[src/rtl/pcie_ow_macros.svh]
`ifndef PCIE_OW_MACROS_SVH
`define PCIE_OW_MACROS_SVH

// Byte address and AXI length widths
`define OW_ADDR_W           32
`define OW_LEN_W            4

// Largest TLP payload in bytes
`define OW_MAX_SIZE         256

`define OW_PAYLOAD_DEPTH    (`OW_MAX_SIZE/4)
`define OW_HDR_DEPTH        16

`define OW_MAX_OUTSTANDING  15

`endif

[src/rtl/pcie_ow_pkg.sv]
`include "pcie_ow_macros.svh"

package pcie_ow_pkg;

    // AXI write command
    typedef struct packed {
        logic [`OW_ADDR_W-1:0] addr;
        logic [`OW_LEN_W-1:0]  len;
    } aw_cmd_t;

    // AXI write data beat
    typedef struct packed {
        logic [31:0] data;
        logic [3:0]  strb;
        logic        last;
    } w_beat_t;

    // Payload dword as buffered and sent
    typedef struct packed {
        logic [31:0] data;
        logic        last;
    } pay_word_t;

    typedef struct packed {
        logic [`OW_ADDR_W-3:0] dw_addr;
        logic [3:0]            strb;
        logic                  addr_cont;
        logic                  cmd_last;
    } dw_cmd_t;

    // Memory write header, len in dwords
    typedef struct packed {
        logic [`OW_ADDR_W-3:0] addr;
        logic [9:0]            len;
        logic [3:0]            be_first;
        logic [3:0]            be_last;
    } tlp_hdr_t;

endpackage

[src/rtl/ow_beat_splitter.sv]
`timescale 1ns/10ps
`include "pcie_ow_macros.svh"

module ow_beat_splitter (
    input  logic                  clk,
    input  logic                  rst,
    input  logic                  aw_valid,
    output logic                  aw_ready,
    input  pcie_ow_pkg::aw_cmd_t  aw,
    input  logic                  w_valid,
    output logic                  w_ready,
    input  pcie_ow_pkg::w_beat_t  w,
    output logic                  cmd_valid,
    input  logic                  cmd_ready,
    output pcie_ow_pkg::dw_cmd_t  cmd,
    output logic                  pay_push,
    output pcie_ow_pkg::pay_word_t pay_data,
    input  logic                  pay_full,
    input  logic                  b_done
);

    import pcie_ow_pkg::*;

    localparam int DWA_W = `OW_ADDR_W - 2;
    localparam int MOT_W = $clog2(`OW_MAX_OUTSTANDING + 1);

    aw_cmd_t              hold;
    logic                 hold_valid;
    logic                 hold_valid_n;
    logic                 active;
    logic [`OW_LEN_W-1:0] rem;
    logic [DWA_W-1:0]     next_addr;
    logic [MOT_W-1:0]     mot_cnt;
    logic [MOT_W-1:0]     mot_cnt_n;
    logic [DWA_W-1:0]     beat_addr;
    logic [`OW_LEN_W-1:0] beat_rem;
    logic                 beat_last;
    logic                 beat_cont;
    logic                 aw_take;
    logic                 update;

    // First beat of a burst comes from the held AW
    always_comb begin
        if (active) begin
            beat_addr = next_addr;
            beat_rem  = rem;
        end else begin
            beat_addr = hold.addr[`OW_ADDR_W-1:2];
            beat_rem  = hold.len;
        end
    end

    assign beat_last = (beat_rem == '0);
    // Follows the previous dword and does not open a 4 KB page
    assign beat_cont = (beat_addr == next_addr) && (beat_addr[9:0] != 10'd0);

    assign w_ready  = (active || hold_valid) && (!cmd_valid || cmd_ready) && !pay_full;
    assign update   = w_valid && w_ready;
    assign aw_take  = aw_valid && aw_ready;
    assign pay_push = update;

    always_comb begin
        pay_data.data = w.data;
        pay_data.last = beat_last;
    end

    assign hold_valid_n = aw_take || (hold_valid && !(update && !active));
    assign mot_cnt_n    = mot_cnt + MOT_W'(aw_take) - MOT_W'(b_done);

    always_ff @(posedge clk) begin
        if (rst) begin
            hold_valid <= 1'b0;
            active     <= 1'b0;
            mot_cnt    <= '0;
            aw_ready   <= 1'b0;
            cmd_valid  <= 1'b0;
        end else begin
            hold_valid <= hold_valid_n;
            mot_cnt    <= mot_cnt_n;
            aw_ready   <= !hold_valid_n && (mot_cnt_n < MOT_W'(`OW_MAX_OUTSTANDING));
            if (update) begin
                active <= !beat_last;
            end
            if (update) begin
                cmd_valid <= 1'b1;
            end else if (cmd_ready) begin
                cmd_valid <= 1'b0;
            end
        end
    end

    always_ff @(posedge clk) begin
        if (aw_take) begin
            hold <= aw;
        end
        if (update) begin
            rem           <= beat_rem - 1'b1;
            next_addr     <= beat_addr + 1'b1;
            cmd.dw_addr   <= beat_addr;
            cmd.strb      <= w.strb;
            cmd.addr_cont <= beat_cont;
            cmd.cmd_last  <= beat_last;
        end
    end

endmodule

[src/rtl/ow_fifo.sv]
`timescale 1ns/10ps

module ow_fifo #(
    parameter type T     = logic [31:0],
    parameter int  DEPTH = 16
) (
    input  logic clk,
    input  logic rst,
    input  logic push,
    input  T     push_data,
    output logic full,
    input  logic out_ready,
    output logic out_valid,
    output T     out_data
);

    localparam int PW = (DEPTH > 1) ? $clog2(DEPTH) : 1;
    localparam int CW = $clog2(DEPTH + 1);

    T              mem [DEPTH];
    logic [PW-1:0] wr_ptr;
    logic [PW-1:0] rd_ptr;
    logic [CW-1:0] count;
    logic          wr;
    logic          pop;

    assign full = (count == CW'(DEPTH));
    assign wr   = push && !full;
    // Refill the output register when it is free or being taken
    assign pop  = (count != '0) && (!out_valid || out_ready);

    always_ff @(posedge clk) begin
        if (wr) begin
            mem[wr_ptr] <= push_data;
        end
        if (pop) begin
            out_data <= mem[rd_ptr];
        end
    end

    always_ff @(posedge clk) begin
        if (rst) begin
            wr_ptr    <= '0;
            rd_ptr    <= '0;
            count     <= '0;
            out_valid <= 1'b0;
        end else begin
            if (wr) begin
                wr_ptr <= (wr_ptr == PW'(DEPTH - 1)) ? '0 : wr_ptr + 1'b1;
            end
            if (pop) begin
                rd_ptr <= (rd_ptr == PW'(DEPTH - 1)) ? '0 : rd_ptr + 1'b1;
            end
            count <= count + CW'(wr) - CW'(pop);
            if (pop) begin
                out_valid <= 1'b1;
            end else if (out_ready) begin
                out_valid <= 1'b0;
            end
        end
    end

endmodule

[src/rtl/ow_resp_tracker.sv]
`timescale 1ns/10ps
`include "pcie_ow_macros.svh"

module ow_resp_tracker (
    input  logic       clk,
    input  logic       rst,
    input  logic       burst_done,
    input  logic       b_ready,
    output logic       b_valid,
    output logic [1:0] b_resp,
    output logic       b_done
);

    localparam int CW = $clog2(`OW_MAX_OUTSTANDING + 1);

    logic [CW-1:0] pending;

    assign b_done = b_valid && b_ready;
    // OKAY only
    assign b_resp = 2'b00;

    always_ff @(posedge clk) begin
        if (rst) begin
            pending <= '0;
            b_valid <= 1'b0;
        end else begin
            case ({burst_done, b_done})
                2'b10: begin
                    pending <= pending + 1'b1;
                    b_valid <= 1'b1;
                end
                2'b01: begin
                    pending <= pending - 1'b1;
                    b_valid <= (pending != CW'(1));
                end
                default: begin
                end
            endcase
        end
    end

endmodule

[src/rtl/ow_tlp_merger.sv]
`timescale 1ns/10ps
`include "pcie_ow_macros.svh"

module ow_tlp_merger (
    input  logic                  clk,
    input  logic                  rst,
    input  logic                  cmd_valid,
    output logic                  cmd_ready,
    input  pcie_ow_pkg::dw_cmd_t  cmd,
    input  logic [2:0]            max_payload_size,
    input  logic                  hdr_full,
    output logic                  hdr_push,
    output pcie_ow_pkg::tlp_hdr_t hdr
);

    import pcie_ow_pkg::*;

    localparam int MAX_DW = `OW_MAX_SIZE / 4;

    logic        tlp_valid;
    logic        tlp_cmd_last;
    logic [10:0] mps_dw;
    logic [10:0] eff_dw;
    logic        len_one;
    logic        at_max;
    logic        contig;
    logic        sparse_qw;
    logic        can_merge;
    logic        tlp_update;

    // Enables packed against the upper end of the dword
    function automatic logic high_contig(input logic [3:0] be);
        return be inside {4'hF, 4'hE, 4'hC, 4'h8};
    endfunction

    function automatic logic low_contig(input logic [3:0] be);
        return be inside {4'hF, 4'h7, 4'h3, 4'h1};
    endfunction

    // 128 bytes << max_payload_size, capped at 4 KB, then at the build limit
    always_comb begin
        if (max_payload_size > 3'd5) begin
            mps_dw = 11'd1024;
        end else begin
            mps_dw = 11'd32 << max_payload_size;
        end
        if (mps_dw < 11'(MAX_DW)) begin
            eff_dw = mps_dw;
        end else begin
            eff_dw = 11'(MAX_DW);
        end
    end

    assign len_one = (hdr.len == 10'd1);
    assign at_max  = ({1'b0, hdr.len} >= eff_dw);

    assign contig = high_contig(hdr.be_first) && low_contig(cmd.strb) &&
                    (len_one || hdr.be_last == 4'hF);

    // QW aligned pair may carry sparse strobes
    assign sparse_qw = len_one && !hdr.addr[0] && (hdr.be_first != 4'h0) &&
                       (cmd.strb != 4'h0);

    assign can_merge  = cmd.addr_cont && !at_max && (contig || sparse_qw);
    assign cmd_ready  = !tlp_valid || can_merge;
    assign tlp_update = cmd_valid && cmd_ready;

    // Close on a failed merge, or on a pause right after a burst end
    assign hdr_push = tlp_valid && !hdr_full && (cmd_valid ? !can_merge : tlp_cmd_last);

    always_ff @(posedge clk) begin
        if (rst) begin
            tlp_valid <= 1'b0;
        end else if (tlp_update) begin
            tlp_valid <= 1'b1;
        end else if (hdr_push) begin
            tlp_valid <= 1'b0;
        end
    end

    always_ff @(posedge clk) begin
        if (tlp_update) begin
            tlp_cmd_last <= cmd.cmd_last;
            if (!tlp_valid) begin
                hdr.addr     <= cmd.dw_addr;
                hdr.len      <= 10'd1;
                hdr.be_first <= cmd.strb;
                hdr.be_last  <= 4'h0;
            end else begin
                hdr.len     <= hdr.len + 10'd1;
                hdr.be_last <= cmd.strb;
            end
        end
    end

endmodule

[src/rtl/pcie_outbound_write.sv]
`timescale 1ns/10ps
`include "pcie_ow_macros.svh"

module pcie_outbound_write (
    input  logic                   clk,
    input  logic                   rst,
    input  logic                   aw_valid,
    output logic                   aw_ready,
    input  pcie_ow_pkg::aw_cmd_t   aw,
    input  logic                   w_valid,
    output logic                   w_ready,
    input  pcie_ow_pkg::w_beat_t   w,
    output logic                   b_valid,
    input  logic                   b_ready,
    output logic [1:0]             b_resp,
    input  logic [2:0]             max_payload_size,
    output logic                   tlp_h_valid,
    input  logic                   tlp_h_ready,
    output pcie_ow_pkg::tlp_hdr_t  tlp_h,
    output logic                   tlp_d_valid,
    input  logic                   tlp_d_ready,
    output pcie_ow_pkg::pay_word_t tlp_d
);

    import pcie_ow_pkg::*;

    logic      cmd_valid;
    logic      cmd_ready;
    dw_cmd_t   cmd;
    logic      pay_push;
    pay_word_t pay_data;
    logic      pay_full;
    logic      hdr_push;
    tlp_hdr_t  hdr;
    logic      hdr_full;
    logic      burst_done;
    logic      b_done;

    // A burst finishes when its last dword leaves
    assign burst_done = tlp_d_valid && tlp_d_ready && tlp_d.last;

    ow_beat_splitter u_beat_splitter (
        .clk       (clk),
        .rst       (rst),
        .aw_valid  (aw_valid),
        .aw_ready  (aw_ready),
        .aw        (aw),
        .w_valid   (w_valid),
        .w_ready   (w_ready),
        .w         (w),
        .cmd_valid (cmd_valid),
        .cmd_ready (cmd_ready),
        .cmd       (cmd),
        .pay_push  (pay_push),
        .pay_data  (pay_data),
        .pay_full  (pay_full),
        .b_done    (b_done)
    );

    ow_fifo #(
        .T     (pay_word_t),
        .DEPTH (`OW_PAYLOAD_DEPTH)
    ) u_pay_fifo (
        .clk       (clk),
        .rst       (rst),
        .push      (pay_push),
        .push_data (pay_data),
        .full      (pay_full),
        .out_ready (tlp_d_ready),
        .out_valid (tlp_d_valid),
        .out_data  (tlp_d)
    );

    ow_tlp_merger u_tlp_merger (
        .clk              (clk),
        .rst              (rst),
        .cmd_valid        (cmd_valid),
        .cmd_ready        (cmd_ready),
        .cmd              (cmd),
        .max_payload_size (max_payload_size),
        .hdr_full         (hdr_full),
        .hdr_push         (hdr_push),
        .hdr              (hdr)
    );

    ow_fifo #(
        .T     (tlp_hdr_t),
        .DEPTH (`OW_HDR_DEPTH)
    ) u_hdr_fifo (
        .clk       (clk),
        .rst       (rst),
        .push      (hdr_push),
        .push_data (hdr),
        .full      (hdr_full),
        .out_ready (tlp_h_ready),
        .out_valid (tlp_h_valid),
        .out_data  (tlp_h)
    );

    ow_resp_tracker u_resp_tracker (
        .clk        (clk),
        .rst        (rst),
        .burst_done (burst_done),
        .b_ready    (b_ready),
        .b_valid    (b_valid),
        .b_resp     (b_resp),
        .b_done     (b_done)
    );

endmodule

[config.mk]
export PLATFORM = sky130hd
export DESIGN_NAME = pcie_outbound_write
export DESIGN_NICKNAME = d
export VERILOG_FILES = /design/src/rtl/pcie_ow_pkg.sv /design/src/rtl/ow_beat_splitter.sv /design/src/rtl/ow_fifo.sv /design/src/rtl/ow_resp_tracker.sv /design/src/rtl/ow_tlp_merger.sv /design/src/rtl/pcie_outbound_write.sv
export VERILOG_INCLUDE_DIRS = /design/src /design/src/rtl
export SDC_FILE = /design/constraint.sdc
export NUM_CORES = 2
export LEC_CHECK = 0
export ABC_CLOCK_PERIOD_IN_PS = 9490
export BUFFER_PORTS_ARGS = -buffer_cell sky130_fd_sc_hd__buf_4
export CAP_MARGIN = 10
export CORE_MARGIN = 2
export CORE_UTILIZATION = 65
export CTS_BUF_LIST = sky130_fd_sc_hd__clkbuf_4
export DETAILED_ROUTE_END_ITERATION = 7
export GPL_TIMING_DRIVEN = 0
export PLACE_DENSITY = 0.82
export SETUP_SLACK_MARGIN = 0.02
export SKIP_CTS_REPAIR_TIMING = 1
export SYNTH_ARGS = -nofsm -noshare
export SYNTH_HDL_FRONTEND = slang
export SYNTH_SLANG_ARGS = --single-unit
[constraint.sdc]
create_clock -name clk -period 9.49 [get_ports clk]
set_input_delay 0.949 -clock clk [delete_from_list [all_inputs] [get_ports clk]]
set_output_delay 0.949 -clock clk [all_outputs]
set_load 0.02 [all_outputs]
## After elaboration in Yosys (flattened, before gate mapping)

Memory sizes are Yosys's and may differ from the RTL's. A register that Yosys moved wholly into a read port is not among the register bits.
Cells that the tools add are included.

| operators by class | value |
|---|---|
| add/subtract/negate cells | 15 |
| order comparisons | 4 |
| equality and inequality tests | 20 |
| shifts and indexed selects | 1 |
| mux-type cells | 23 |
| bitwise gates (word level) | 1 |
| reduce and logical (&&, ||, !) cells | 60 |

Operators with widths:

| kind | number |
|---|---|
| $eq 4x4->1 const B | 8 |
| $add 30x1->30 const B | 1 |
| $eq 30x30->1 | 1 |
| $mux 30 | 1 |
| $logic_and 1x1->1 | 25 |
| $mux 11 | 2 |
| $reduce_bool 4->1 | 4 |
| $logic_not 1->1 | 13 |
| $mux 1 | 13 |
| $add 4x1->4 const B | 3 |
| $add 6x1->6 const B | 2 |
| $eq 6x6->1 const B | 2 |
| $mux 4 | 3 |
| $mux 6 | 2 |
| $ge 10x11->1 | 1 |
| $lt 11x7->1 const B | 1 |
| $shl 6x3->11 const A | 1 |
| $add 10x1->10 const B | 1 |
| $eq 10x1->1 const B | 1 |
| $reduce_bool 10->1 | 1 |
| $reduce_bool 2->1 | 5 |
| $logic_or 1x1->1 | 8 |
| $pmux 4 s2 | 1 |
| $sub 4x1->4 const B | 2 |
| 22 further kinds | 22 |

| word-level totals | value |
|---|---|
| register bits | 203 |
| memory bits (writable) | 2880 |
| bits of input ports | 83 |
| memories kept | 2 |

Memories:

| name | words | width | rd ports | clocked after Yosys merged registers in | write ports | RTL line | source |
|---|---|---|---|---|---|---|---|
| u_pay_fifo.mem | 64 | 33 | 1 | 1 | 1 | ow_fifo.sv:20 | `T mem [DEPTH];` |
| u_hdr_fifo.mem | 16 | 48 | 1 | 1 | 1 | ow_fifo.sv:20 |  |

## Depth between registers and ports, before layout

| depth | value |
|---|---|
| depth after elaboration | 19 |
| mapped depth | 17 |
| gate-level depth less buffers | 16 |

## Cells and area by module

Synthesis repeated with hierarchy kept, for this count alone.

| second synthesis, totals | value |
|---|---|
| cells, all modules | 5712 |
| area, all modules | 121442.7 um^2 |

By module, submodules not included:

| module | times used | cells each | area each (um^2) | seq. area each (um^2) |
|---|---|---|---|---|
| ow_fifo at u_pay_fifo | 1 | 3819 | 82711.8 | 64812.2 |
| ow_fifo at u_hdr_fifo | 1 | 1333 | 31011.0 | 24783.8 |
| ow_beat_splitter | 1 | 395 | 5348.9 | 3283.1 |
| ow_tlp_merger | 1 | 125 | 2023.2 | 1491.4 |
| ow_resp_tracker | 1 | 39 | 341.6 | 100.1 |
| pcie_outbound_write | 1 | 1 | 6.3 | 0.0 |

## Worst setup path after synthesis

No wires, ideal clock.

| path | value |
|---|---|
| kind | input-to-reg |
| start point | in max_payload_size[1] |
| end point | reg, netlist name u_beat_splitter.cmd[0] |
| arrival time | 7.193 ns |
| required time | 8.889 ns |
| setup slack | 1.695 ns |
| stages | 7 |
| cell sequence | nor3_1 -> inv_1 -> ha_1 -> o21ai_0 -> a22oi_1 -> a22o_2 -> o31ai_1 |

| between the ends | value |
|---|---|
| cells in the longest elaborated chain, start to end | 13 |

Ends and longest elaborated chain:

| what | RTL line | source |
|---|---|---|
| start: declaration | pcie_outbound_write.sv:16 | `input logic [2:0] max_payload_size,` |
| $gt 3x3->1 or $shl 6x3->11 (tied branches) | ow_tlp_merger.sv:42, ow_tlp_merger.sv:45 |  |
| $mux 11 (*) | ow_tlp_merger.sv:42 | `if (max_payload_size > 3'd5) begin` |
| $lt 11x7->1 | ow_tlp_merger.sv:47 | `if (mps_dw < 11'(MAX_DW)) begin` |
| $mux 11 (*) | ow_tlp_merger.sv:47 |  |
| $ge 10x11->1 (*) | ow_tlp_merger.sv:55 | `assign at_max = ({1'b0, hdr.len} >= eff_dw);` |
| $logic_not 1->1 (*) | ow_tlp_merger.sv:64 | `assign can_merge = cmd.addr_cont && !at_max && (contig \|\| sparse_qw);` |
| $logic_and 1x1->1 (*) (2 in series) | ow_tlp_merger.sv:64 |  |
| $logic_or 1x1->1 (*) | ow_tlp_merger.sv:65 | `assign cmd_ready = !tlp_valid \|\| can_merge;` |
| $logic_or 1x1->1 (*) | ow_beat_splitter.sv:57 | `assign w_ready = (active \|\| hold_valid) && (!cmd_valid \|\| cmd_ready) && !pay_full;` |
| $logic_and 1x1->1 (*) (2 in series) | ow_beat_splitter.sv:57 |  |
| $logic_and 1x1->1 (*) | ow_beat_splitter.sv:58 | `assign update = w_valid && w_ready;` |
| via pay_push | pcie_outbound_write.sv:30 | `logic pay_push;` |

Mark *: on every way through the listed nets, which the timed path passes. The rest lies on a longest branch.
A chain may end at the register's enable or synchronous reset.

## Worst setup path after layout

| path | value |
|---|---|
| start point | reg, netlist name u_tlp_merger.hdr[17] |
| end point | out w_ready |

| between the ends | value |
|---|---|
| cells in the longest elaborated chain, start to end | 10 |

Ends and longest elaborated chain:

| what | RTL line | source |
|---|---|---|
| parallel branches: the longest is 5 deep, another holds $ge 10x11->1 | -- |  |
| $logic_and 1x1->1 (*) | ow_tlp_merger.sv:64 |  |
| $logic_or 1x1->1 (*) | ow_tlp_merger.sv:65 |  |
| $logic_or 1x1->1 (*) | ow_beat_splitter.sv:57 |  |
| $logic_and 1x1->1 (*) (2 in series) | ow_beat_splitter.sv:57 |  |
| end: declaration | pcie_outbound_write.sv:11 | `output logic w_ready,` |

Every way passes the cells marked *.

==> run metrics <==
status=complete, but fails checks; failing checks=hold timing; CTS tree=done; DP Worst Slack=~3600 ps; mux share of post-synthesis cell area=15.9%; largest net degree at the start of global routing=65; Worst Hold Class=input port to register; DRC Markers=0; clock root cell=clkbuf_4; R2R Setup Slk=around 4200 ps; Rel. slew slack=1.58%; Fill cells=a little over 9,000; flops & latches, synth=3,162; sw frac=between 20% and 30%; Worst-Margin Slew=1480 ps; Post-synth EDFFs=slightly above 3,000; Critical Path End=w_ready; Final Hold Viols=38; worst setup path start=u_tlp_merger.hdr[17]; Core ar.=0.185 mm^2; Post-Syn Area per Cell=22.2 um^2; total area of sequential cells=between 0.09 and 0.1 mm^2; LEAKAGE=about 44 nW; PD cells=approximately 250 mW/mm^2; most frequent cells after synthesis=3,114 x edfxtp_1, 730 x mux4_2, 212 x mux2i_1; Tcrit/Tclk final=between 50% and 60%; clock slew at reported path FFs=70 ps; most frequent cell after synthesis=edfxtp_1; Die ar.=~0.19 mm^2; drt wl/cell=about 37 um; CP endpoint kind=output port; synthesized-area fraction occupied by adder cells=less than 1%; total gr overflow=0; Post-synth ARST share=0%; Worst Setup Path Type=register to output port; initial core utilization=around two thirds; Setup Skew=~190 ps; routed via count=roughly 69,000; unrepaired setup endpoints after global routing=no; Worst R2R End=u_pay_fifo.mem[15][7]; Rows=between 150 and 200; multi-input logic area=~0.026 mm^2; CTS buffer count=749; routed wire length=~350 mm; Die W=about 440 um; Yosys top cell area share=roughly 77%; worst hold margin=-26.1 ps; top_reg_cell synth=edfxtp_1; Post-Synth Simple-Gate Area=approximately 1.6%; global-route wire length before repair=between 400 and 500 mm; Clk pwr share=32.7%; Max Fclk=approximately 0.18 GHz; I/O Buffers=163; part of the power in combinational logic=20.6%; clock latency on the worst-skew pair=between 1500 and 2000 ps; DP HPWL=between 200 and 250 mm; crit start category=register; final antenna-violating net count=0; clk buf depth=4; gpl congestion=around 0.88; P_int=about 24 mW; largest family of logic cells by synthesized area=multiplexers; Crit Path Max Fanout=19; Setup WS post-layout=between 3000 and 4000 ps; cell area after synthesis=0.121 mm^2; Synth Area in Compound Gates=between 2 and 2.5%; DR vias/cell=roughly 7; initial antenna violation count=18; switching power=about 9.9 mW; I/O Pins=around 170; GRT Overall Usage=between 30% and 40%; DRT iter0 DRCs=12,000; Worst EP required=about 8500 ps; Worst Reg-to-Reg Cells=10; warnings from Yosys=0; clock sink count=3,162; maximum VDD drop=approximately 0.0002 V; share of layout cells above drive strength 1=approximately a third; FF-to-FF Start=u_tlp_merger.hdr[17]; H-tree levels=6; Cells after Synth=roughly 5,500; Tmin final=about 5700 ps; sequential share of power=46.6%; Distinct cells, synth=72; Die Height=approximately 440 um; number of global-route vias before repair=~70,000; top cells by area, synth=edfxtp_1 77%, mux4_2 14%, mux2i_1 1.8%; XOR/XNOR share of the synthesized area=less than 1%; Max-Cap Viols=0; Final #Nets=roughly 6,700; crit path DAT=approximately 4700 ps; DRT Pass-1 Iters=7; cell taking the most area after synthesis=edfxtp_1; post-synthesis sequential area ratio=slightly below 80%; Pins Over Slew Limit=0; total power=34.2 mW; final setup violation count=0; synth-to-layout area growth=14.5%
[metrics by stage]
| stage | util (%) | setup TNS (ps) | cell area, um^2 | instances |
|---|---|---|---|---|
| after floorplan | - | 0 | 121000 | 5463 |
| after global placement | 67.7 | -548330 | 126000 | 8106 |
| after detailed placement | 69.5 | 0 | 129000 | 8276 |
| after CTS | 74.5 | 0 | 138000 | 9557 |
| after global routing | 74.8 | 0 | 139000 | 9616 |
| final | 74.8 | 0 | 139000 | 9620 |
[layout by cell type, fill, tap and decap left out, drive strengths merged, types with 7 or more instances in the layout]
cell         count
a21oi           93
nand4           15
nor2b           19
mux4           730
nor4            10
ha              41
o21ai          104
inv             73
dfxtp           48
nand3           22
buf            481
edfxtp        3114
xor2            30
dlygate4sd3     45
mux2            67
diode           16
nand2b          13
and3            13
nor3            32
nor3b           11
nor2           130
a211oi          10
a221oi          48
xnor2           54
mux2i          212
clkbuf        1209
clkinv         166
nand2          111
a22oi           93
o221ai           8
clkinvlp         7
and2            15
bufinv          15
o22ai            9
[per-layer routing]
metal / track usage (%) / routed length, um / up-vias
met5: 0.302 / 136 / -
li1: - / - / 25700
met2: 57.2 / 166000 / 7353
met1: 45.7 / 108000 / 34100
met4: 22.7 / 25100 / 7
met3: 12.5 / 52000 / 1549
[power groups by stage]
| stage | registers (mW) | logic, mW | clock network [mW] |
|---|---|---|---|
| finish | 15.9 | 7.05 | 11.2 |
| global route | 15.9 | 7.22 | 11.8 |
| CTS | 15.9 | 6.88 | 11.2 |
| detailed placement | 16.2 | 6.69 | 0 |
| global placement | 16.2 | 6.36 | 0 |
| floorplan | 16.4 | 4.06 | 0 |
[cells by family after synthesis]
logic type | count (synthesis)
flip-flops | 3162
buffers and inverters | 335
AO/OA/AOI/OAI | 411
AND/OR/NAND/NOR | 413
XOR/XNOR | 84
multiplexers | 1009
other | 2
adder cells (fa/ha/maj) | 44
[worst min path at each step]
stage | start | end | slack (ps) | cells past startpoint
3_5_place_dp | u_beat_splitter.cmd[20] | u_tlp_merger.hdr[32] | 410 | 0
6_report | w[7] | u_pay_fifo.mem[48][3] | -30 | 1
3_3_place_gp | u_beat_splitter.cmd[19] | u_tlp_merger.hdr[31] | 400 | 0
4_1_cts | w[4] | u_beat_splitter.cmd[5] | -420 | 1
5_1_grt | w[8] | u_pay_fifo.mem[49][4] | -30 | 1
2_1_floorplan | u_beat_splitter.cmd[6] | u_tlp_merger.hdr[18] | 400 | 0
[cell type report]
class / instances / area share (%)
Buffer: 275 / 0.887
Multi-Input combinational cell: 1966 / 18.7
Clock buffer: 1080 / 5.84
Inverter: 60 / 0.162
Timing Repair Buffer: 380 / 3.21
Tap cell: 2480 / 2.24
Sequential cell: 3162 / 68.1
Antenna cell: 16 / 0.0289
Clock inverter: 201 / 0.889
[critical path: stages, from the launching register on]
cell and delay (ps):
edfxtp_1 720, ha_1 380, nand4b_1 180, a221o_1 320, o21a_1 410, o211ai_2 360
buf_2 320, nand2_1 150, inv_1 220, buf_4 190
[flip-flops by register name, indices dropped and copies added (netlist names), 7 cells and up]
name,cells
u_beat_splitter.cmd,36
u_beat_splitter.hold,34
u_beat_splitter.next_addr,30
u_hdr_fifo.mem,768
u_hdr_fifo.out_data,48
u_pay_fifo.count,7
u_pay_fifo.mem,2112
u_pay_fifo.out_data,33
u_tlp_merger.hdr,48
No activity file was read; power rests on OpenSTA's default activity.
